==> src/hdl/procPkg.sv <==
`default_nettype none

package procPkg;

	// Machine sizes
	localparam int wordWidth     = 16;
	localparam int numRegs       = 8;
	localparam int dmemDepth     = 256;
	localparam int regIdxWidth   = $clog2(numRegs);
	localparam int dmemAddrWidth = $clog2(dmemDepth);

	typedef logic [wordWidth-1:0]     word_t;
	typedef logic [regIdxWidth-1:0]   regIdx_t;
	typedef logic [dmemAddrWidth-1:0] dmemAddr_t;

	// Opcode in bits 15:12, codes 11 to 14 are illegal
	typedef enum logic [3:0] {
		opNop  = 4'd0,
		opAdd  = 4'd1,
		opSub  = 4'd2,
		opAnd  = 4'd3,
		opXor  = 4'd4,
		opAddi = 4'd5,
		opLbi  = 4'd6,
		opLd   = 4'd7,
		opSt   = 4'd8,
		opBeqz = 4'd9,
		opJ    = 4'd10,
		opHalt = 4'd15
	} opcode_t;

	typedef enum logic [2:0] {
		aluAdd,
		aluSub,
		aluAnd,
		aluXor,
		aluPassB
	} aluOp_t;

	// Instruction field positions
	localparam int opHi = 15;
	localparam int opLo = 12;
	localparam int rdHi = 11;
	localparam int rdLo = 9;
	localparam int rsHi = 8;
	localparam int rsLo = 6;
	localparam int rtHi = 5;
	localparam int rtLo = 3;

	// Immediate widths for I-type, LBI/BEQZ and J
	localparam int immIWidth = 6;
	localparam int immLWidth = 9;
	localparam int immJWidth = 12;

	localparam word_t nopInstr = '0;

endpackage

`default_nettype wire

==> src/hdl/memoryStage.sv <==
`timescale 1ns/100ps
`default_nettype none

module memoryStage (
	input  logic               clk,
	input  logic               rstN,
	input  procPkg::dmemAddr_t memAddr,
	input  procPkg::word_t     memStoreData,
	input  procPkg::word_t     memResult,
	input  logic               memLoad,
	input  logic               memStore,
	input  logic               memRegWrite,
	input  procPkg::regIdx_t   memDest,
	input  logic               memHalt,
	output logic               commitValid,
	output procPkg::regIdx_t   commitReg,
	output procPkg::word_t     commitData,
	output logic               halted
);

	import procPkg::*;

	word_t dmem [dmemDepth];
	word_t loadData;

	// Asynchronous read, always answers in the same cycle
	assign loadData = dmem[memAddr];

	always_ff @(posedge clk) begin
		if (memStore) begin
			dmem[memAddr] <= memStoreData;
		end
	end

	// Commit register doubles as the writeback stage
	always_ff @(posedge clk) begin
		if (!rstN) begin
			commitValid <= 1'b0;
		end else begin
			commitValid <= memRegWrite;
		end
	end

	always_ff @(posedge clk) begin
		commitReg  <= memDest;
		commitData <= memLoad ? loadData : memResult;
	end

	// Sticky once HALT retires
	always_ff @(posedge clk) begin
		if (!rstN) begin
			halted <= 1'b0;
		end else if (memHalt) begin
			halted <= 1'b1;
		end
	end

endmodule

`default_nettype wire

==> config.mk <==
export PLATFORM = sky130hd
export DESIGN_NAME = memoryStage
export DESIGN_NICKNAME = d
export VERILOG_FILES = /design/src/hdl/procPkg.sv /design/src/hdl/memoryStage.sv
export SDC_FILE = /design/constraint.sdc
export NUM_CORES = 2
export LEC_CHECK = 0
export BUFFER_PORTS_ARGS = -buffer_cell sky130_fd_sc_hd__buf_2
export CAP_MARGIN = 15
export CORE_MARGIN = 3
export CORE_UTILIZATION = 30
export CTS_CLUSTER_SIZE = 20
export DETAILED_ROUTE_END_ITERATION = 6
export HOLD_SLACK_MARGIN = 0.12
export SETUP_SLACK_MARGIN = 0.4
export SYNTH_ARGS = -nofsm -noshare
export SYNTH_HDL_FRONTEND = slang
export SYNTH_SLANG_ARGS = --single-unit
==> constraint.sdc <==
create_clock -name clk -period 3.8 [get_ports clk]
set_clock_uncertainty 0.2 [all_clocks]
set_input_delay 0.38 -clock clk [delete_from_list [all_inputs] [get_ports clk]]
set_output_delay 0.38 -clock clk [all_outputs]
set_load 0.005 [all_outputs]
==> reports/metrics.csv <==
stage,metric,value,unit
floorplan,die area,0.535,mm2
setup_path,"CP delay by family, top",buffers and inverters,
timing,worst setup margin,0.391,ns
timing,fmax,0.293,GHz
clocking,Max H-tree Level,5,
global_routing,total gr overflow,0,
place,DP Worst Slack,-0.374,ns
place,Detailed Place HPWL,285000,um
setup_path,Worst EP arrival,4.06,ns
timing,"Hold Vio Cnt, Final",0,
floorplan,die height,731,um
clocking,root buffer cell,clkbuf_16,
floorplan,Core Rows,265,
clocking,postcts setup bufs,0,
logic_synthesis,area share of the largest cell type after synthesis,0.779,
logic_synthesis,Synth Warn #,0,
timing,# setup viols final,0,
routing,DR vias,79400,
logic_synthesis,Post-synth EDFFs,4096,
global_routing,first-pass GRT wire length,624000,um
global_routing,initial antenna violation count,39,
flow_run,Max Cap Viol,0,
routing,First-pass DRT Iterations,7,
logic_synthesis,synthesized area,0.158,mm2
min_path,class of the worst hold path,in -> reg,
clocking,clk sinks,4117,
setup_path,reg2reg path depth,7,
setup_path,Worst Setup EP,commitData[0]$_DFF_P_,
setup_path,Buf/Inv on CP,4,
timing,Slew Limit Fails,0,
layout,area grow syn2layout,18.5,%
logic_synthesis,#FFs+latches synth,4117,
logic_synthesis,"FFs w/ async S/R, synth",0,
floorplan,Top-Level Pins,70,
setup_path,Worst path depth,10,
place,placed instance count,14400,
routing,Residual DRC,0,
timing,final setup TNS,0,ns
logic_synthesis,Avg Inst Size Synth,22.6,um2
logic_synthesis,main area contributors after synthesis,"edfxtp_1 (78%), mux4_2 (15%), mux2i_1 (1.3%), nor2_1 (0.69%), buf_2 (0.44%)",
setup_path,reg2reg start,dmem[91][8]$_DFFE_PP_,
timing,relative slew slack,0.134,
power,maximum VDD drop,0.000409,V
power,Reg power frac,0.524,
logic_synthesis,ys flop type,edfxtp_1,
routing,total wire length,444000,um
power,NetSw,20600,uW
logic_synthesis,cell taking the most area after synthesis,edfxtp_1,
layout,"non-filler cells, final",15200,
power,combinational fraction of design power,0.055,
setup_path,Startpoint Class,input port,
setup_path,crit path kind,in -> reg,
power,Cell Pwr Density,511,mW/mm2
floorplan,die width,731,um
setup_path,CP Capture Type,flop,
floorplan,Starting Density,0.302,
global_routing,gr usage total,0.161,
global_routing,largest net degree at the start of global routing,138,
setup_path,Reg2Reg Capture Point,commitData[8]$_DFF_P_,
layout,design area,0.187,mm2
logic_synthesis,syn nets,7026,
setup_path,crit path max fanout,9,
place,area post-placement,0.173,mm2
logic_synthesis,register area share after synthesis,0.782,
timing,worst hold slack,0.204,ns
logic_synthesis,Mapped Cells,6977,
power,internal power,75100,uW
routing,routed vias/inst,5.22,
logic_synthesis,Unique masters post-synth,60,
clocking,Worst-Skew Late Latency,1.00,ns
timing,crit path time final,3.41,ns
timing,fin crit share,0.897,
setup_path,worst path cell trace,dlygate4sd3_1 -> buf_2 -> buf_4 -> nor2b_1 -> nand2_1 -> nor3_1 -> a31oi_1 -> o2111ai_1 -> a41oi_1 -> dlygate4sd3_1,
setup_path,CP dominant cell by count,dlygate4sd3_1,
power,Clock Power Share,0.421,
routing,DR WL/cell,29.1,um
clocking,CTS clock-pin slew for the worst setup and hold paths,0.06,ns
setup_path,Crit-path slowest cell,dlygate4sd3_1,
clocking,CTS Buffer Depth,4,
min_path,Hold Startpoint,memLoad,
place,# port buffers,69,
clocking,CTS tree,yes,
layout,layout cells sized above 1,0.326,
run_status,outcome,finished clean,
timing,Worst-Margin Slew,1.30,ns
timing,RSZ-0062 raised after global routing,false,
setup_path,Critical Path Max Stage Delay,0.67,ns
setup_path,Worst Path Required,4.45,ns
power,static leakage,0.0584,uW
power,Sw Ratio,0.215,
routing,Detailed Route Iter0 Violations,11100,
place,routability congestion estimate,0.868,
global_routing,vias in the first global route,79500,
floorplan,CORE AREA,0.523,mm2
setup_path,worst reg2reg setup slack,0.50,ns
layout,fin nets,7978,
routing,post-route ant nets,0,
clocking,CTS Buf Count,415,
setup_path,crit path from,memAddr[4],
[worst reg2reg max path, delay by kind of cell (launching register included)]
kind	cells	cell delay [ns]
buffers and inverters	1	0.57
and+or+nand+nor	3	0.94
muxes	2	1.02
DFF	1	0.37
AOI/OAI and AO/OA	1	0.13
[state kept, by name (all words and copies together), names as in the netlist]
register	flops
dmem	4096
commitData	16
commitReg	3
commitValid	1
halted	1
[how the worst min path moves through the flow]
stage	to	slack [ns]	cells past startpoint
6_report	commitData[15]$_DFF_P_	0.20	5
3_3_place_gp	halted$_SDFFE_PN0P_	0.24	1
4_1_cts	commitData[10]$_DFF_P_	0.14	4
2_1_floorplan	commitReg[0]$_DFF_P_	0.21	0
3_5_place_dp	halted$_SDFFE_PN0P_	0.27	1
5_1_grt	commitData[9]$_DFF_P_	0.20	5
[layout by cell type, fill, tap and decap left out, types with 48 or more instances in the layout]
cell and count:
a21oi_1 66, a22oi_1 58, buf_12 143, buf_2 48, buf_4 665, clkbuf_1 87
clkbuf_16 420, clkinv_1 82, clkinv_2 76, dlygate4sd3_1 66, edfxtp_1 4096, mux2i_1 208
mux4_2 1017, nand2_1 175, nor2_1 175, nor2_2 113, o21ai_0 58, o22ai_1 99
[repair_timing]
action / 4_1_cts / 5_1_grt
gates resized for setup: 0 / 4
hold buffers: 66 / 0
endpoints found under the hold margin: 2375 / 0
endpoints found under the setup margin: 0 / 4
[metrics by stage]
step,power (uW),util
final,95700,0.358
after global routing,98300,0.358
after CTS,96300,0.358
after detailed placement,56200,0.331
after global placement,56200,0.331
after floorplan,53400,-
[power by group through the flow]
stage / clock (uW) / sequential, uW / combinational (uW)
after floorplan: 0 / 51000 / 2390
after global placement: 0 / 51100 / 5080
after detailed placement: 0 / 51100 / 5160
after CTS: 41000 / 50100 / 5230
after global routing: 42700 / 50100 / 5440
final: 40300 / 50100 / 5230
[layout make-up]
| type | instances | area [um2] |
|---|---|---|
| diodes | 15 | 37.5 |
| clock buffers | 513 | 10900 |
| clock inverters | 241 | 2460 |
| fillers | 47500 | 335000 |
| inverters | 4 | 20.0 |
| multi-input cells | 2449 | 32500 |
| flip-flops and latches | 4117 | 123000 |
| well taps | 6942 | 8690 |
| repair buffers | 942 | 9040 |
[Yosys cell counts (8+ instances only)]
library cell,number
edfxtp_1,4096
mux4_2,1017
nor2_1,291
mux2i_1,208
nand2_1,176
buf_2,139
clkbuf_1,114
o22ai_1,99
buf_4,84
a21oi_1,66
a22oi_1,58
o21ai_0,58
buf_6,55
nand3_1,47
mux2_2,44
nor3_1,44
a32oi_1,40
o22a_1,40
a31oi_1,35
a221oi_1,30
dfxtp_1,21
a22o_1,20
o221ai_1,20
buf_1,15
nor2b_1,13
nand4_1,12
nor4_1,11
or3_1,11
a2111oi_0,10
a211oi_1,9
a32o_1,9
and3_1,8
nand2b_1,8
[cell families (layout without fill, tap and decap cells)]
group                  count (synthesis)  count (layout)  share of synthesized area
DFF                                 4117            4117                      0.782
muxes                               1269            1269                      0.161
and+or+nand+nor                      655             655                     0.0181
AOI/OAI and AO/OA                    525             525                     0.0234
buffers and inverters                411            1700                     0.0155
other                                  0              15                          0
[per-layer routing]
metal  wire [um]  share of wire  global-route usage
met5         130        0.00029                   0
met4       14300          0.032              0.0476
met3       43100          0.097              0.0340
met2      208000           0.47               0.255
met1      178000           0.40               0.224
No activity file was read; power rests on OpenSTA's default activity.
