File: src/hdl/procPkg.sv
`default_nettype none

package procPkg;

	// Machine sizes
	localparam int wordWidth     = 16;
	localparam int numRegs       = 8;
	localparam int dmemDepth     = 256;
	localparam int regIdxWidth   = $clog2(numRegs);
	localparam int dmemAddrWidth = $clog2(dmemDepth);

	typedef logic [wordWidth-1:0]     word_t;
	typedef logic [regIdxWidth-1:0]   regIdx_t;
	typedef logic [dmemAddrWidth-1:0] dmemAddr_t;

	// Opcode in bits 15:12, codes 11 to 14 are illegal
	typedef enum logic [3:0] {
		opNop  = 4'd0,
		opAdd  = 4'd1,
		opSub  = 4'd2,
		opAnd  = 4'd3,
		opXor  = 4'd4,
		opAddi = 4'd5,
		opLbi  = 4'd6,
		opLd   = 4'd7,
		opSt   = 4'd8,
		opBeqz = 4'd9,
		opJ    = 4'd10,
		opHalt = 4'd15
	} opcode_t;

	typedef enum logic [2:0] {
		aluAdd,
		aluSub,
		aluAnd,
		aluXor,
		aluPassB
	} aluOp_t;

	// Instruction field positions
	localparam int opHi = 15;
	localparam int opLo = 12;
	localparam int rdHi = 11;
	localparam int rdLo = 9;
	localparam int rsHi = 8;
	localparam int rsLo = 6;
	localparam int rtHi = 5;
	localparam int rtLo = 3;

	// Immediate widths for I-type, LBI/BEQZ and J
	localparam int immIWidth = 6;
	localparam int immLWidth = 9;
	localparam int immJWidth = 12;

	localparam word_t nopInstr = '0;

endpackage

`default_nettype wire

File: src/hdl/fetchStage.sv
`timescale 1ns/100ps
`default_nettype none

module fetchStage (
	input  logic           clk,
	input  logic           rstN,
	input  logic           stall,
	input  logic           branchTaken,
	input  procPkg::word_t branchTarget,
	input  logic           haltSeen,
	input  procPkg::word_t imemData,
	output procPkg::word_t imemAddr,
	output procPkg::word_t instr,
	output procPkg::word_t pcInc
);

	import procPkg::*;

	word_t pc;
	word_t pcNext;
	logic  stopped;

	assign pcNext   = pc + word_t'(1);
	assign imemAddr = pc;

	// Latches once HALT has been decoded, fetch never resumes
	always_ff @(posedge clk) begin
		if (!rstN) begin
			stopped <= 1'b0;
		end else if (haltSeen && !stall) begin
			stopped <= 1'b1;
		end
	end

	always_ff @(posedge clk) begin
		if (!rstN) begin
			pc <= '0;
		end else if (!stall) begin
			if (branchTaken) begin
				pc <= branchTarget;
			end else if (!haltSeen && !stopped) begin
				pc <= pcNext;
			end
		end
	end

	// Fetch-to-decode register; wrong-path words become NOP
	always_ff @(posedge clk) begin
		if (!rstN) begin
			instr <= nopInstr;
		end else if (!stall) begin
			instr <= (branchTaken || haltSeen || stopped) ? nopInstr : imemData;
		end
	end

	always_ff @(posedge clk) begin
		if (!stall) begin
			pcInc <= pcNext;
		end
	end

endmodule

`default_nettype wire

File: config.mk
export PLATFORM = sky130hd
export DESIGN_NAME = fetchStage
export DESIGN_NICKNAME = d
export VERILOG_FILES = /design/src/hdl/procPkg.sv /design/src/hdl/fetchStage.sv
export SDC_FILE = /design/constraint.sdc
export NUM_CORES = 1
export LEC_CHECK = 0
export ABC_AREA = 1
export BUFFER_PORTS_ARGS = -buffer_cell sky130_fd_sc_hd__buf_2
export CAP_MARGIN = 15
export CORE_MARGIN = 8
export CORE_UTILIZATION = 30
export DETAILED_ROUTE_END_ITERATION = 12
export MAX_ROUTING_LAYER = met4
export PLACE_DENSITY = 0.56
export SLEW_MARGIN = 10
export SYNTH_ARGS = -nofsm -noshare
export SYNTH_HDL_FRONTEND = slang
export SYNTH_SLANG_ARGS = --single-unit
File: constraint.sdc
create_clock -name clk -period 2.7 [get_ports clk]
set_input_delay 0.54 -clock clk [delete_from_list [all_inputs] [get_ports clk]]
set_output_delay 0.54 -clock clk [all_outputs]
set_load 0.01 [all_outputs]
==> summary.txt, run 1 <==
Floorplanning
  • IO Count: 85
  • Vert. Die Dim: between 100 and 150 µm
  • Core ar.: between 7000 and 8000 µm²
  • Chip Width: between 100 and 150 µm
  • Initial Util: 0.310
  • Die area: around 11000 µm²
  • Rows: 31

Clock network
  • Hold-fix buffers, CTS: 0
  • H-tree level count: 2
  • CTS Sinks: 49
  • CTS tree: done
  • Worst-path clk slew: approximately 90 ps
  • Post-CTS Setup Bufs: 0
  • Clk buf depth: 2
  • Post-cts sizing count: 0
  • CTS root buffer: clkbuf_8
  • Inserted Clock Buffers: 5
  • Worst-Skew Late Latency: about 300 ps

Logic synthesis
  • Avg Inst Size Synth: between 8 and 9 µm²
  • Number of synthesized flops with an enable pin: 16
  • Mapped Cells: about 250
  • Yosys top cell area share: 0.294
  • Yosys cell types: 35
  • Yosys top cell by area: dfxtp_1
  • FF+latch count, synth: 49
  • Synthesized Nets: just under 300
  • Top_reg_cell synth: dfxtp_1
  • Top-count cell post-synth: nand2_1
  • Ys Warns: 0
  • Synthesized area: roughly 2200 µm²
  • Top cells by area, synth: dfxtp_1 (29%), edfxtp_1 (21%), nand2_1 (8.9%)
  • Post-synth ARST share: 0
  • Post-synthesis sequential area ratio: 0.508
  • Commonest cells post-synth: nand2_1 (53), a21oi_1 (35), dfxtp_1 (33), o21ai_0 (33), edfxtp_1 (16)

Timing
  • Clock skew: roughly 4.6 ps
  • Final hold viol count: 0
  • Fmax: 0.632 GHz
  • Count of final setup violators: 0
  • Max-slew violations: 0
  • Setup TNS: 0 ps
  • Max_slew headroom: 0.661
  • Worst Tran Pin Value: between 500 and 600 ps
  • Period utilization: 0.586
  • Min Hold Slack: between 400 and 500 ps
  • RSZ-0062 raised after global routing: no
  • Period minus WS final: between 1500 and 2000 ps

Route
  • First-iteration detailed-routing DRC count: 63
  • Drt pass-1 iters: 5
  • Number of nets still failing antenna checks after routing: 0
  • Wirelength, routed: 6230 µm
  • # DRC: 0
  • Drt wl/cell: about 14 µm
  • Detailed-route via count: between 1500 and 2000
  • Vias per cell: roughly 4.6

Global routing
  • Initial antenna violation count: 2
  • Total gr overflow: 0
  • Vias in the first global route: just over 2000
  • Largest net degree at the start of global routing: 45
  • First-pass GRT wire length: roughly 10000 µm
  • All-layer global routing usage: 0.129

Power
  • Psw: approximately 0.42 mW
  • Sequential group share of total power: 0.564
  • Peak VDD IR: ~0.18 mV
  • Sw frac: 0.276
  • Total chip power: 1.52 mW
  • Pwr/cell area: between 500 and 600 nW/µm²
  • Clk pwr share: 0.277
  • Leakage power: 1.18 nW
  • Internal: 1.10 mW
  • Combinational power share: 0.159

Finish
  • Finished Core Util: 0.387
  • Share of cells above drive strength 1: 0.357
  • Syn-to-layout area delta: 24.8%
  • Post-route insts no fill: ~430
  • Fillers: 752
  • Final nets: 370
  • Multi-input gate area: slightly below 1000 µm²
  • Register area: 1140 µm²

Placement
  • Placed insts: approximately 420
  • DP Wirelength: 4570 µm
  • Placer Congestion: a little under 0.8
  • Port buffer count: 84

Worst hold path
  • Worst hold path class: in -> reg

Critical path
  • Type of origin of the critical path: register
  • Kind of critical path: reg -> reg
  • CP arrival: ~1600 ps
  • CP Capture Type: register
  • Crit-path max FO: 5
  • Data required time of the critical path: roughly 2800 ps

Job
  • Maxcap violations: 0

Outcome
  • Status: finished, final reports clean
-- worst max-delay path, stage by stage, from the launching register on --
cell     delay (ps)
dfxtp_1         420
ha_1            240
nand3_2         140
inv_1           140
nand2_2          90
nor2_1           90
nand2_1          60
and2_1          160
-- logic make-up (layout without fill, tap and decap cells) --
logic type | after synthesis | after routing | synth area share
buffers and inverters | 23 | 105 | 0.0590
adders and majority gates | 1 | 1 | 0.00557
other | 0 | 2 | 0
xor gates and xnor gates | 7 | 7 | 0.0340
DFF | 49 | 49 | 0.508
and+or+nand+nor | 87 | 87 | 0.181
AOI/OAI and AO/OA | 84 | 84 | 0.213
-- area by class of cell --
| class | instances | share of cell area |
|---|---|---|
| antenna | 2 | 0.00178 |
| clock buffer | 8 | 0.0286 |
| inverter | 11 | 0.0165 |
| multi-input combinational | 179 | 0.347 |
| sequential | 49 | 0.407 |
| tap | 99 | 0.0442 |
| timing repair buffer | 86 | 0.155 |
-- cell usage in the layout (no fill, tap or decap), types with 3 or more instances in the layout --
master | netlist | routed
inv_1 | 8 | 8
nor2_2 | 4 | 4
nor2_1 | 8 | 8
edfxtp_1 | 16 | 16
nand4_1 | 3 | 3
a21oi_1 | 35 | 35
a21oi_2 | 10 | 10
nand2_1 | 53 | 53
dfxtp_1 | 33 | 33
o21ai_0 | 33 | 33
nand2_2 | 4 | 4
nand3_1 | 6 | 6
clkbuf_1 | 4 | 3
and2_1 | 3 | 3
buf_2 | 1 | 84
clkbuf_8 | 1 | 5
xor2_1 | 3 | 3
-- per-stage QoR --
stage | area [µm²] | setup WS, ps
5_1_grt | 2800 | 967
3_5_place_dp | 2720 | 825
2_1_floorplan | 2250 | 998
3_3_place_gp | 2720 | 849
6_report | 2800 | 1120
4_1_cts | 2800 | 1100
-- layer usage --
layer  share of wire  routed length [µm]  global-route usage  vias to the layer above
met5               0                   0                   -                        -
met4          0.0092                  57              0.0327                        0
met3           0.094                 586              0.0459                        5
met2            0.45                2780               0.200                       69
met1            0.45                2800               0.156                      895
li1                -                   -                   -                     1025
-- state kept, by name (all words and copies together), names as in the netlist --
register	count
imemAddr	16
instr	16
pcInc	16
stopped	1
-- final timing paths --
| check | from | slack [ps] | to | depth (start not counted) |
|---|---|---|---|---|
| worst max register to register | imemAddr[0] | 1120 | pcInc[10] | 7 |
| worst min register to register | stopped | 520 | stopped | 1 |
| worst min-delay path | imemData[12] | 480 | instr[12] | 3 |
| worst max-delay path | imemAddr[0] | 1120 | pcInc[10] | 7 |
-- power by group through the flow --
stage / logic, mW / registers, mW / clock network, mW
after floorplan: 0.119 / 0.893 / 0
after CTS: 0.246 / 0.857 / 0.439
after global routing: 0.271 / 0.865 / 0.468
after detailed placement: 0.246 / 0.874 / 0
final: 0.241 / 0.857 / 0.420
after global placement: 0.243 / 0.872 / 0
Power figures use the tool's default switching activity.
==> run 2, diff against run 1 <==
Settings changed: ABC_AREA 1 to 0, PLACE_DENSITY 0.56 to 0.58.
Clock period 2.7 ns to 1.35 ns, I/O delays scaled along.
==> run 2 against run 1 <==
  * The flow now finishes with violations (negative setup slack)
  * Power grew 110%
  * Count of clock-buffer cells in the layout decreased by 2
  * Largest cell class is now multi-input gates
  * Non-clock buffer count rose by 52
  * Setup slack worse by 1200 ps
  * Sequential cell count is the same
  * Global-route usage grew 0.68 points
  * Synthesized cell count is 8.0% lower
  * Sequential power is 91% higher
  * Via count up 13%
  * Clock skew increased by 5.2 ps
  * First-iteration DRC count grew 40%
==> summary.txt, run 2 <==
Outcome
  • Status: complete, but fails checks
  • Violated checks: negative setup slack

Floorplanning
  • IO Count: between 80 and 90
  • Core ar.: between 7000 and 8000 µm²
  • Initial Util: 0.312
  • Rows: 31
  • Die area: around 11000 µm²
  • Vert. Die Dim: 103 µm
  • Chip Width: 103 µm

Critical path
  • CP Cell Sequence: ha_4, nand3_4, or3_4, o31a_1, o211ai_2
  • Kind of critical path: reg -> reg
  • Slowest stage cell, crit path: dfxtp_4
  • Largest delay contributor family on the critical path: simple AND/OR/NAND/NOR gates
  • Type of origin of the critical path: register
  • Crit-path max FO: 5
  • Slowest stage delay, CP: ~380 ps
  • CP arrival: about 1700 ps
  • CP Capture Type: register
  • Buffers & Inverters on Critical Path: 0
  • Data required time of the critical path: approximately 1600 ps

Finish
  • Register area: 1170 µm²
  • Fillers: slightly above 700
  • Antenna Cells: 0
  • Finished Core Util: 0.494
  • Share of cells above drive strength 1: 0.553
  • Commonest non-fill, non-tap cells in the layout: buf_2 (83), buf_4 (46), nor2_1 (22), dfxtp_1 (22), a22oi_1 (18)
  • Syn-to-layout area delta: 58.0%
  • Multi-input gate area: 1290 µm²
  • Most common cell after layout, fill and taps aside: buf_2
  • Final nets: 397

Logic synthesis
  • Ys Warns: 0
  • Yosys top cell area share: 0.290
  • Top_reg_cell synth: dfxtp_1
  • Number of synthesized flops with an enable pin: 16
  • Mapped Cells: between 200 and 250
  • Yosys cell types: 46
  • Avg Inst Size Synth: around 9.9 µm²
  • Synthesized Nets: around 270
  • Yosys top cell by area: dfxtp_1
  • Synthesized area: 2280 µm²
  • Top cells by area, synth: dfxtp_1 (29%), edfxtp_1 (21%), a22oi_1 (5.9%)
  • Commonest cells post-synth: dfxtp_1 (33), nor2_1 (25), a22oi_1 (18)
  • FF+latch count, synth: between 40 and 50
  • Top-count cell post-synth: dfxtp_1
  • Post-synthesis sequential area ratio: 0.501
  • Post-synth ARST share: 0

Clock network
  • Clk buf depth: 2
  • CTS root buffer: clkbuf_8
  • Hold-fix buffers, CTS: 0
  • Worst-path clk slew: approximately 100 ps
  • CTS tree: done
  • CTS Sinks: a little under 50
  • Worst-Skew Late Latency: 310 ps
  • H-tree level count: 2
  • Inserted Clock Buffers: 5

Route
  • Drt pass-1 iters: 4
  • Wirelength, routed: just over 7000 µm
  • Vias per cell: 4.93
  • # DRC: 0
  • Drt wl/cell: 15.8 µm
  • Number of nets still failing antenna checks after routing: 0
  • First-iteration detailed-routing DRC count: 88
  • Detailed-route via count: 2262

Timing
  • Period utilization: 1.09
  • Max-slew violations: 0
  • Final hold viol count: 0
  • Setup WS post-layout: -115 ps
  • Count of final setup violators: 15
  • RSZ-0062 raised after global routing: yes
  • Worst Tran Pin Value: about 380 ps
  • Period minus WS final: ~1500 ps
  • Clock skew: 9.77 ps
  • Fmax: 0.683 GHz
  • Max_slew headroom: 0.745

Global routing
  • Initial antenna violation count: 0
  • All-layer global routing usage: 0.136
  • Vias in the first global route: 2272
  • Largest net degree at the start of global routing: 28
  • First-pass GRT wire length: about 11000 µm
  • Total gr overflow: 0

Power
  • Total chip power: about 3.2 mW
  • Leakage power: between 1.5 and 2 nW
  • Peak VDD IR: roughly 0.36 mV
  • Pwr/cell area: roughly 900 nW/µm²

Worst hold path
  • Worst hold path class: in -> reg

Placement
  • DP Wirelength: approximately 5200 µm
  • Placer Congestion: 0.840
  • Port buffer count: 84

Job
  • Maxcap violations: 0
-- run 2: layout make-up --
class	instances	area share
Clock buffer	6	0.0229
Clock inverter	2	0.00382
Inverter	7	0.00834
Multi-Input combinational cell	158	0.359
Sequential cell	49	0.325
Tap cell	99	0.0344
Timing Repair Buffer	138	0.247
-- run 2: tightest hold or removal path, cell delays in order --
cell and delay, ps:
buf_2 70, a22oi_1 50, nor2_1 70
-- run 2: cells by family (layout without fill, tap and decap cells) --
group / after synthesis / count (layout) / synth area share
and+or+nand+nor: 86 / 86 / 0.225
AOI/OAI and AO/OA: 57 / 57 / 0.172
DFF: 49 / 49 / 0.501
buffers and inverters: 24 / 153 / 0.0417
xor gates and xnor gates: 12 / 12 / 0.0461
muxes: 2 / 2 / 0.00879
adders and majority gates: 1 / 1 / 0.00549
-- run 2: layer usage --
metal	track usage	routed length, µm	up-vias
li1	-	-	1105
met1	0.161	3060	1071
met2	0.221	3520	75
met3	0.0392	557	11
met4	0.0378	114	0
met5	-	0	-
-- run 2: metrics by stage --
step           worst slack (ps)  setup TNS (ps)  area, µm²  hold WS (ps)  instances
6_report                   -115            -787       3600           190        459
5_1_grt                    -183           -2040       3600           188        459
3_3_place_gp               -120            -997       3170           486        442
2_1_floorplan              -121            -775       2360           414        231
3_5_place_dp               -160           -1340       3170           492        442
4_1_cts                    -108            -802       3400           185        454
-- run 2: worst paths after layout --
kind	from	to	slack, ps	cells after the start
min	imemData[2]	instr[2]	190	3
max reg2reg	imemAddr[0]	imemAddr[12]	-110	5
max	imemAddr[0]	imemAddr[12]	-110	5
min reg2reg	instr[6]	instr[6]	520	2
-- run 2: report_power, final --
| group | leakage [nW] | switching, mW | internal [mW] | total, mW |
|---|---|---|---|---|
| clock | 0.0512 | 0.526 | 0.417 | 0.942 |
| combinational | 1.08 | 0.295 | 0.272 | 0.567 |
| sequential | 0.438 | 0.0490 | 1.60 | 1.64 |
-- run 2: timing repair --
item,CTS,global route
pin swaps,9,16
endpoints found under the setup margin,20,30
setup buffers,5,7
gates resized for setup,19,32
