## config.mk

```make
export PLATFORM = sky130hd
export DESIGN_NAME = hazardUnit
export DESIGN_NICKNAME = d
export VERILOG_FILES = /design/src/hdl/procPkg.sv /design/src/hdl/hazardUnit.sv
export SDC_FILE = /design/constraint.sdc
export NUM_CORES = 1
export LEC_CHECK = 0
export BUFFER_PORTS_ARGS = -buffer_cell sky130_fd_sc_hd__clkbuf_2
export CAP_MARGIN = 10
export CORE_AREA = 2 2 39 41
export DETAILED_ROUTE_END_ITERATION = 12
export DIE_AREA = 0 0 41 43
export PLACE_DENSITY = 0.46
export SLEW_MARGIN = 10
export SYNTH_ARGS = -nofsm -noshare
export SYNTH_HDL_FRONTEND = slang
export SYNTH_SLANG_ARGS = --single-unit
```

## constraint.sdc

```tcl
create_clock -name vclk -period 0.8
set_input_delay 0.08 -clock vclk [all_inputs]
set_output_delay 0.08 -clock vclk [all_outputs]
set_load 0.03 [all_outputs]
```

## src/hdl/procPkg.sv

```systemverilog
`default_nettype none

package procPkg;

	// Machine sizes
	localparam int wordWidth     = 16;
	localparam int numRegs       = 8;
	localparam int dmemDepth     = 256;
	localparam int regIdxWidth   = $clog2(numRegs);
	localparam int dmemAddrWidth = $clog2(dmemDepth);

	typedef logic [wordWidth-1:0]     word_t;
	typedef logic [regIdxWidth-1:0]   regIdx_t;
	typedef logic [dmemAddrWidth-1:0] dmemAddr_t;

	// Opcode in bits 15:12, codes 11 to 14 are illegal
	typedef enum logic [3:0] {
		opNop  = 4'd0,
		opAdd  = 4'd1,
		opSub  = 4'd2,
		opAnd  = 4'd3,
		opXor  = 4'd4,
		opAddi = 4'd5,
		opLbi  = 4'd6,
		opLd   = 4'd7,
		opSt   = 4'd8,
		opBeqz = 4'd9,
		opJ    = 4'd10,
		opHalt = 4'd15
	} opcode_t;

	typedef enum logic [2:0] {
		aluAdd,
		aluSub,
		aluAnd,
		aluXor,
		aluPassB
	} aluOp_t;

	// Instruction field positions
	localparam int opHi = 15;
	localparam int opLo = 12;
	localparam int rdHi = 11;
	localparam int rdLo = 9;
	localparam int rsHi = 8;
	localparam int rsLo = 6;
	localparam int rtHi = 5;
	localparam int rtLo = 3;

	// Immediate widths for I-type, LBI/BEQZ and J
	localparam int immIWidth = 6;
	localparam int immLWidth = 9;
	localparam int immJWidth = 12;

	localparam word_t nopInstr = '0;

endpackage

`default_nettype wire

```

## src/hdl/hazardUnit.sv

```systemverilog
`timescale 1ns/100ps
`default_nettype none

module hazardUnit (
	input  procPkg::regIdx_t srcA,
	input  procPkg::regIdx_t srcB,
	input  logic             useA,
	input  logic             useB,
	input  logic             exRegWrite,
	input  procPkg::regIdx_t exDest,
	input  logic             memRegWrite,
	input  procPkg::regIdx_t memDest,
	output logic             stall
);

	logic exHitA;
	logic exHitB;
	logic memHitA;
	logic memHitB;

	// Producers still in execute
	assign exHitA = exRegWrite && exDest == srcA;
	assign exHitB = exRegWrite && exDest == srcB;

	// Producers in the memory stage
	assign memHitA = memRegWrite && memDest == srcA;
	assign memHitB = memRegWrite && memDest == srcB;

	// Commit is covered by the register file bypass
	assign stall = (useA && (exHitA || memHitA)) || (useB && (exHitB || memHitB));

endmodule

`default_nettype wire

```

==> results of run 1 <==
-- synth_stat cells, drive strengths merged --
| library cell | number |
|---|---|
| a22o | 1 |
| nand2 | 2 |
| nand4 | 4 |
| xnor2 | 12 |
-- worst paths after layout --
check	depth (start not counted)	slack, ns	startpoint	to
max	6	-0.11	exDest[2]	stall
min	3	0.50	useB	stall
-- power by group --
part / internal, mW / switching, mW / leakage (nW)
combinational: 0.145 / 0.0822 / 0.175
sequential: 0 / 0 / 0
clock: 0 / 0 / 0
-- final cells by class --
| type | instances | share of cell area [%] |
|---|---|---|
| well taps | 16 | 5.18 |
| multi-input cells | 19 | 52.4 |
| repair buffers | 17 | 42.4 |
-- layout by cell type (no fill, tap or decap) --
master    Yosys  layout
clkbuf_2      0       7
xnor2_1      12       6
xnor2_2       0       5
buf_6         0       5
nand4_1       4       4
buf_8         0       3
nand2_1       2       2
clkbuf_8      0       2
xnor2_4       0       1
a22o_1        1       1
-- cells by family (layout without fill, tap and decap cells) --
family | count (synthesis) | in the layout | synth area share (%)
XOR/XNOR | 12 | 12 | 71.8
AND/OR/NAND/NOR | 6 | 6 | 22.2
AO/OA/AOI/OAI | 1 | 1 | 5.98
buffers and inverters | 0 | 17 | 0
-- through the flow --
step           hold slack (ns)  worst slack (ns)
2_1_floorplan            0.443            0.0489
3_3_place_gp             0.538            -0.138
3_5_place_dp             0.544            -0.170
4_1_cts                  0.514            -0.103
5_1_grt                  0.525            -0.178
6_report                 0.503            -0.111
-- per-layer routing --
metal / wire length (um) / GRT usage (%)
met2: 288 / 12.2
met1: 171 / 6.39
met4: 0 / 0
met3: 27 / 0
met5: 0 / 0
-- timing repair --
item | 4_1_cts | 5_1_grt
setup endpoints to repair | 1 | 1
gates resized for setup | 9 | 23
pin swaps | 6 | 11
==> summary.txt, run 1 <==
Run status -> finished, violations left
Failing checks -> negative setup slack
Distinct cell type count after synthesis -> 4
CORE AREA -> 1380 um2
Top cells by area in the synthesized netlist -> xnor2_1, nand4_1, a22o_1
Vias -> 201
Leakage -> 0.175 nW
Tmin final -> 0.911 ns
RSZ-0062 raised after global routing -> yes
DRC viols -> 0
Antenna Nets Post-Route -> 0
Placed cell areas -> 251 um2
Final setup viols -> 1
Crit-path slowest cell -> a22o_1
Drt pass-1 iters -> 4
Row cnt -> 14
CP required -> 0.72 ns
Max_slew headroom -> 90.9%
Die area -> 1760 um2
Mapped Nets -> 35
Worst Setup End Kind -> primary output
CP max stage delay -> 0.22 ns
Die W -> 41 um
Post-CTS setup buffer count -> 0
Worst Path Max Fanout -> 2
Final cell area excluding filler cells -> 387 um2
Total Power -> 227 uW
Final period util -> 114%
Layout Cells excl Fill -> 52
Synth Instances -> 19
VDD IR max -> 0.134 mV
Syn-to-layout area delta -> 164%
Top Family by Delay on Critical Path -> buffers and inverters
Dpl hpwl -> 444 um
Setup total negative slack -> -0.111 ns
Largest net degree at the start of global routing -> 3
Finished Core Util -> 27.9%
Syn avg cell area -> 7.70 um2
Sequential element share of the synthesized area -> 0%
Final setup margin -> -0.111 ns
Vias in the first global route -> 211
Crit-path cells -> clkbuf_2 > xnor2_1 > nand4_1 > nand2_1 > a22o_1 > buf_8
Clkbuf count -> 0
Final net count -> 54
Final Max Tran Viols -> 0
RD Place Congestion -> 0.586
Share of layout cells above drive strength 1 -> 63.9%
Pwr/cell area -> 588 nW/um2
Setup crit start kind -> input port
Final wirelength -> 488 um
WL per Instance -> 9.38 um
Storage cell area -> 0 um2
Max_cap viols -> 0
Min-delay worst type -> input port to primary output
Hold-fix buffers at CTS -> 0
Slew @ Worst Pin -> 0.136 ns
Fill count -> 159
First-pass GRT wire length -> 759 um
Crit Path Class -> input port to primary output
Starting Density -> 10.6%
Yosys Warn Count -> 0
Initial DRC count -> 5
Area of the multi-input gates -> 203 um2
Top-Level Pins -> 17
Initial antenna violation count -> 0
Antenna Cells -> 0
Total GRT Usage -> 5.91%
DP Cell Count -> 52
Gr ovfl total -> 0
PortBufs -> 17
Yosys top cell by area -> xnor2_1
Critical path arrival -> 0.83 ns
DR vias/cell -> 3.87
Synthesized area -> 146 um2
Buffers & Inverters on Critical Path -> 2
Fmax -> 1100 MHz
Die Ht -> 43 um
Final Hold Vio Count -> 0
Top cell type's share of synthesized area -> 71.8%
FFs & Latches -> 0
Power figures use the tool's default switching activity.
==> run 2, diff against run 1 <==
--- a/config.mk
+++ b/config.mk
@@ -5,12 +5,13 @@
 export SDC_FILE = /design/constraint.sdc
 export NUM_CORES = 1
 export LEC_CHECK = 0
+export ABC_AREA = 1
 export BUFFER_PORTS_ARGS = -buffer_cell sky130_fd_sc_hd__clkbuf_2
 export CAP_MARGIN = 10
 export CORE_AREA = 2 2 39 41
 export DETAILED_ROUTE_END_ITERATION = 12
 export DIE_AREA = 0 0 41 43
-export PLACE_DENSITY = 0.46
+export PLACE_DENSITY = 0.54
 export SLEW_MARGIN = 10
 export SYNTH_ARGS = -nofsm -noshare
 export SYNTH_HDL_FRONTEND = slang
==> run 2 against run 1 <==
The run still ends with negative setup slack left. Global-route usage up 0.88 points. Maximum frequency up 8.0%. Core utilization up 7.3 points. Hold slack worse by 0.037 ns. Final cell count up 87%. Die area unchanged. Critical path depth up 3. Routed wire length up 31%. Count of clock-buffer cells in the layout unchanged. Sequential share of layout area unchanged. Sequential cell count unchanged. Setup slack better by 0.067 ns. Critical path type unchanged. Critical endpoint unchanged. Largest power group unchanged.
==> summary.txt, run 2 <==
Worst Path Max Fanout -> 3
Yosys Warn Count -> 0
Hold Crit Start -> useB
CP max stage delay -> 0.12 ns
Most frequent cells in the layout -> nand2_1, nor2_1, nand2_2
Pwr/cell area -> 508 nW/um2
CP required -> 0.72 ns
Initial antenna violation count -> 0
Min-delay worst type -> input port to primary output
Pre-CTS setup slack -> -0.143 ns
Final setup margin -> -0.0433 ns
Max_cap viols -> 0
Final setup viols -> 1
Run status -> finished, violations left
Max_slew headroom -> 92.8%
Setup total negative slack -> -0.0433 ns
CORE AREA -> 1380 um2
Final Hold Vio Count -> 0
Net switching power -> 115 uW
Final period util -> 105%
Global Route met3 Usage -> 0%
Switching fraction of total power -> 46.2%
PortBufs -> 17
Die Ht -> 43 um
Most Used Layer, Global Route -> met2
Top cell type's share of synthesized area -> 64.1%
Synth Instances -> 64
Antenna Cells -> 0
Sequential Power Share -> 0%
Initial DRC count -> 2
Syn-to-layout area delta -> 103%
Worst Setup End Kind -> primary output
Gr ovfl total -> 0
Critical path arrival -> 0.76 ns
RSZ-0062 raised after global routing -> yes
Drt pass-1 iters -> 2
RD Place Congestion -> 0.733
Die W -> 41 um
Mapped Nets -> 80
Vias -> 367
Row cnt -> 14
Comb power frac -> 100.0%
Largest net degree at the start of global routing -> 5
Crit-path cells -> buf_4 > nand2_1 > nand2_1 > nor2_1 > nand2_1 > nand2_1 > nand2_1 > nand2_2 > buf_8
Share of layout cells above drive strength 1 -> 48.1%
Crit Path Class -> input port to primary output
Leakage -> 0.292 nW
Synthesized area -> 240 um2
Starting Density -> 17.4%
Internal power -> 133 uW
Most common cell after layout, fill and taps aside -> nand2_1
Most frequent CP cell -> nand2_1
First-pass GRT wire length -> 890 um
Syn avg cell area -> 3.75 um2
Worst Setup SP -> srcA[2]
FFs & Latches -> 0
WL per Instance -> 6.61 um
Dpl hpwl -> 581 um
Post-CTS setup buffer count -> 0
Top-Level Pins -> 17
Total GRT Usage -> 6.79%
Tmin final -> 0.843 ns
Clock Power Share -> 0%
Die area -> 1760 um2
GR Layer Usage met2 -> 12.2%
Final Max Tran Viols -> 0
Hold-fix buffers at CTS -> 0
Sequential element share of the synthesized area -> 0%
Fmax -> 1190 MHz
Yosys top cell by area -> nand2_1
DR vias/cell -> 3.78
Routing usage on met1 -> 9.18%
Clkbuf count -> 0
Antenna Nets Post-Route -> 0
Storage cell area -> 0 um2
Distinct cell type count after synthesis -> 3
DRC viols -> 0
Top Family by Delay on Critical Path -> simple AND/OR/NAND/NOR gates
Crit-path slowest cell -> buf_4
VDD IR max -> 0.191 mV
Final net count -> 99
Top cells by area in the synthesized netlist -> nand2_1, nor2_1, inv_1
Failing checks -> negative setup slack
Setup crit start kind -> input port
Commonest cells in the netlist -> nand2_1, nor2_1, inv_1
Final wirelength -> 641 um
Vias in the first global route -> 266
Slew @ Worst Pin -> 0.108 ns
Buffers & Inverters on Critical Path -> 2
Most common cell in the netlist -> nand2_1
==> run 2: stage by stage <==
stage / power (mW) / instance area [um2] / hold slack, ns / std cells / utilization [%]
6_report: 0.248 / 488 / 0.467 / 97 / 35.3
5_1_grt: 0.273 / 488 / 0.478 / 97 / 35.3
3_5_place_dp: 0.161 / 345 / 0.511 / 97 / 25.0
3_3_place_gp: 0.159 / 345 / 0.496 / 97 / 25.0
2_1_floorplan: 0.0915 / 240 / 0.378 / 64 / -
4_1_cts: 0.206 / 424 / 0.495 / 97 / 30.7
==> run 2: final cells by class <==
cell class | instances | area (um2)
Timing Repair Buffer | 17 | 183
Multi-Input combinational cell | 53 | 226
Tap cell | 16 | 20.0
Fill cell | 153 | 896
Inverter | 11 | 58.8
==> run 2: path summary, 6_finish.rpt <==
path                     to  slack (ns)  cells past startpoint
worst min-delay path  stall        0.47                      4
worst max-delay path  stall       -0.04                      9
==> run 2: power groups by stage <==
| stage | sequential (mW) | clock (mW) | combinational [mW] |
|---|---|---|---|
| finish | 0 | 0 | 0.248 |
| global route | 0 | 0 | 0.273 |
| CTS | 0 | 0 | 0.206 |
| detailed placement | 0 | 0 | 0.161 |
| global placement | 0 | 0 | 0.159 |
| floorplan | 0 | 0 | 0.0915 |
==> run 2: per-layer routing <==
metal | wire length [um] | vias to the layer above
li1 | - | 216
met1 | 289 | 140
met2 | 313 | 11
met3 | 38 | 0
met4 | 0 | 0
met5 | 0 | -
==> run 2: logic make-up (layout without fill, tap and decap cells) <==
logic type | after synthesis | after routing | share of synthesized area [%]
AND/OR/NAND/NOR | 53 | 53 | 82.8
buffers and inverters | 11 | 28 | 17.2
==> run 2: what timing repair did <==
item | CTS | global route
pin swaps | 10 | 22
setup endpoints to repair | 1 | 1
resized for setup | 20 | 31
cloned | 0 | 0
==> run 2: worst min-delay path: cells and delay by family <==
kind,cells,cell delay (ns)
buffers and inverters,2,0.18
AND/OR/NAND/NOR,2,0.12
==> run 3, diff against run 2 <==
--- a/config.mk
+++ b/config.mk
@@ -8,10 +8,12 @@
 export ABC_AREA = 1
 export BUFFER_PORTS_ARGS = -buffer_cell sky130_fd_sc_hd__clkbuf_2
 export CAP_MARGIN = 10
+export CELL_PAD_IN_SITES_DETAIL_PLACEMENT = 0
+export CELL_PAD_IN_SITES_GLOBAL_PLACEMENT = 1
 export CORE_AREA = 2 2 39 41
 export DETAILED_ROUTE_END_ITERATION = 12
 export DIE_AREA = 0 0 41 43
-export PLACE_DENSITY = 0.54
+export PLACE_DENSITY = 0.78
 export SLEW_MARGIN = 10
 export SYNTH_ARGS = -nofsm -noshare
 export SYNTH_HDL_FRONTEND = slang
==> constraint.sdc (replaced) <==
create_clock -name vclk -period 1
set_input_delay 0.1 -clock vclk [all_inputs]
set_output_delay 0.1 -clock vclk [all_outputs]
set_load 0.03 [all_outputs]
==> run 3 against run 2 <==
Critical path depth rose by 1. The flow now finishes without violations. Cell area is 24% lower. Final cell count stayed put. Largest cell class unchanged. Core utilization fell by 8.3 points. First-iteration DRC count did not move.
==> summary.txt, run 3 (synthesized netlist as in run 2, its figures left out) <==
Run status -> finished clean
Gr ovfl total -> 0
Crit Path Class -> input port to primary output
Hold Crit Start -> useA
Buffers & Inverters on Critical Path -> 3
Most common cell after layout, fill and taps aside -> nand2_1
Antenna Nets Post-Route -> 0
Min Hold Slack -> 0.502 ns
Min-delay worst type -> input port to primary output
WL per Instance -> 6.67 um
Top-Level Pins -> 17
Worst Setup End Kind -> primary output
Hold-fix buffers at CTS -> 0
Row cnt -> 14
Pwr/cell area -> 389 nW/um2
Leakage -> 0.270 nW
Finished Core Util -> 26.9%
Final net count -> 99
Crit-path slowest cell -> buf_6
Max_slew headroom -> 93.0%
Most frequent CP cell -> nand2_1
Syn-to-layout area delta -> 55.2%
Antenna Cells -> 0
Final cell area excluding filler cells -> 373 um2
Final setup margin -> 0.0878 ns
Worst Path Max Fanout -> 3
Total GRT Usage -> 7.19%
Vias in the first global route -> 245
Share of layout cells above drive strength 1 -> 28.4%
Final wirelength -> 647 um
Top Family by Delay on Critical Path -> simple AND/OR/NAND/NOR gates
Final period util -> 91.2%
CP max stage delay -> 0.13 ns
Crit-path cells -> clkbuf_2 > inv_1 > nand2_1 > nand2_1 > nor2_1 > nand2_1 > nand2_1 > nand2_1 > nand2_1 > buf_6
Die area -> 1760 um2
Initial antenna violation count -> 0
Max_cap viols -> 0
Layout Cells excl Fill -> 97
Initial DRC count -> 2
Setup total negative slack -> 0 ns
Fill count -> 179
Final setup viols -> 0
FFs & Latches -> 0
Dpl hpwl -> 563 um
Fmax -> 1100 MHz
RD Place Congestion -> 0.722
Vias -> 358
Total Power -> 145 uW
CORE AREA -> 1380 um2
Slew @ Worst Pin -> 0.105 ns
Die W -> 41 um
DRC viols -> 0
Largest net degree at the start of global routing -> 5
PortBufs -> 17
Storage cell area -> 0 um2
Cells on Worst Hold Path -> 4
VDD IR max -> 0.125 mV
Placed cell areas -> 345 um2
First-pass GRT wire length -> 931 um
Drt pass-1 iters -> 2
Clkbuf count -> 0
Post-CTS setup buffer count -> 0
DP Cell Count -> 97
Critical path arrival -> 0.81 ns
Tmin final -> 0.912 ns
Most frequent cells in the layout -> nand2_1, nor2_1, clkbuf_2
Starting Density -> 17.4%
DR vias/cell -> 3.69
Final Hold Vio Count -> 0
Setup crit start kind -> input port
Final Max Tran Viols -> 0
CP required -> 0.90 ns
Die Ht -> 43 um
Pre-CTS setup slack -> 0.000524 ns
Hold Crit Endpoint -> stall
-- run 3: routing by layer --
metal | global-route usage (%) | vias up | part of all wire [%]
met5 | 0 | - | 0
met4 | 0 | 0 | 0
met3 | 0 | 0 | 6.5
met2 | 10.9 | 11 | 43
met1 | 11.7 | 132 | 50
li1 | - | 215 | -
-- run 3: what timing repair did --
action                                  in CTS  in global routing
resized for setup                            1                 18
gates cloned                                 0                  0
endpoints found under the setup margin       1                  1
pin swaps                                    0                 15
-- run 3: worst max-delay path by stage --
stage | endpoint | slack [ns] | start | cells past startpoint
after detailed placement | stall | 0.0005 | memDest[0] | 10
after global placement | stall | 0.01 | memDest[0] | 10
after CTS | stall | 0.01 | memDest[0] | 10
final | stall | 0.09 | srcB[0] | 10
after floorplan | stall | 0.24 | srcB[1] | 8
after global routing | stall | -0.005 | memDest[2] | 10
-- run 3: final cells by class --
cell class / count / area (um2) / area share [%]
tap: 16 / 20.0 / 5.37
inverter: 11 / 41.3 / 11.1
multi-input combinational: 53 / 204 / 54.7
timing repair buffer: 17 / 108 / 28.9
-- run 3: power by group --
group          leakage [nW]  total (mW)  switching [mW]  internal (mW)
registers                 0           0               0              0
logic                 0.270       0.145          0.0773         0.0677
clock network             0           0               0              0
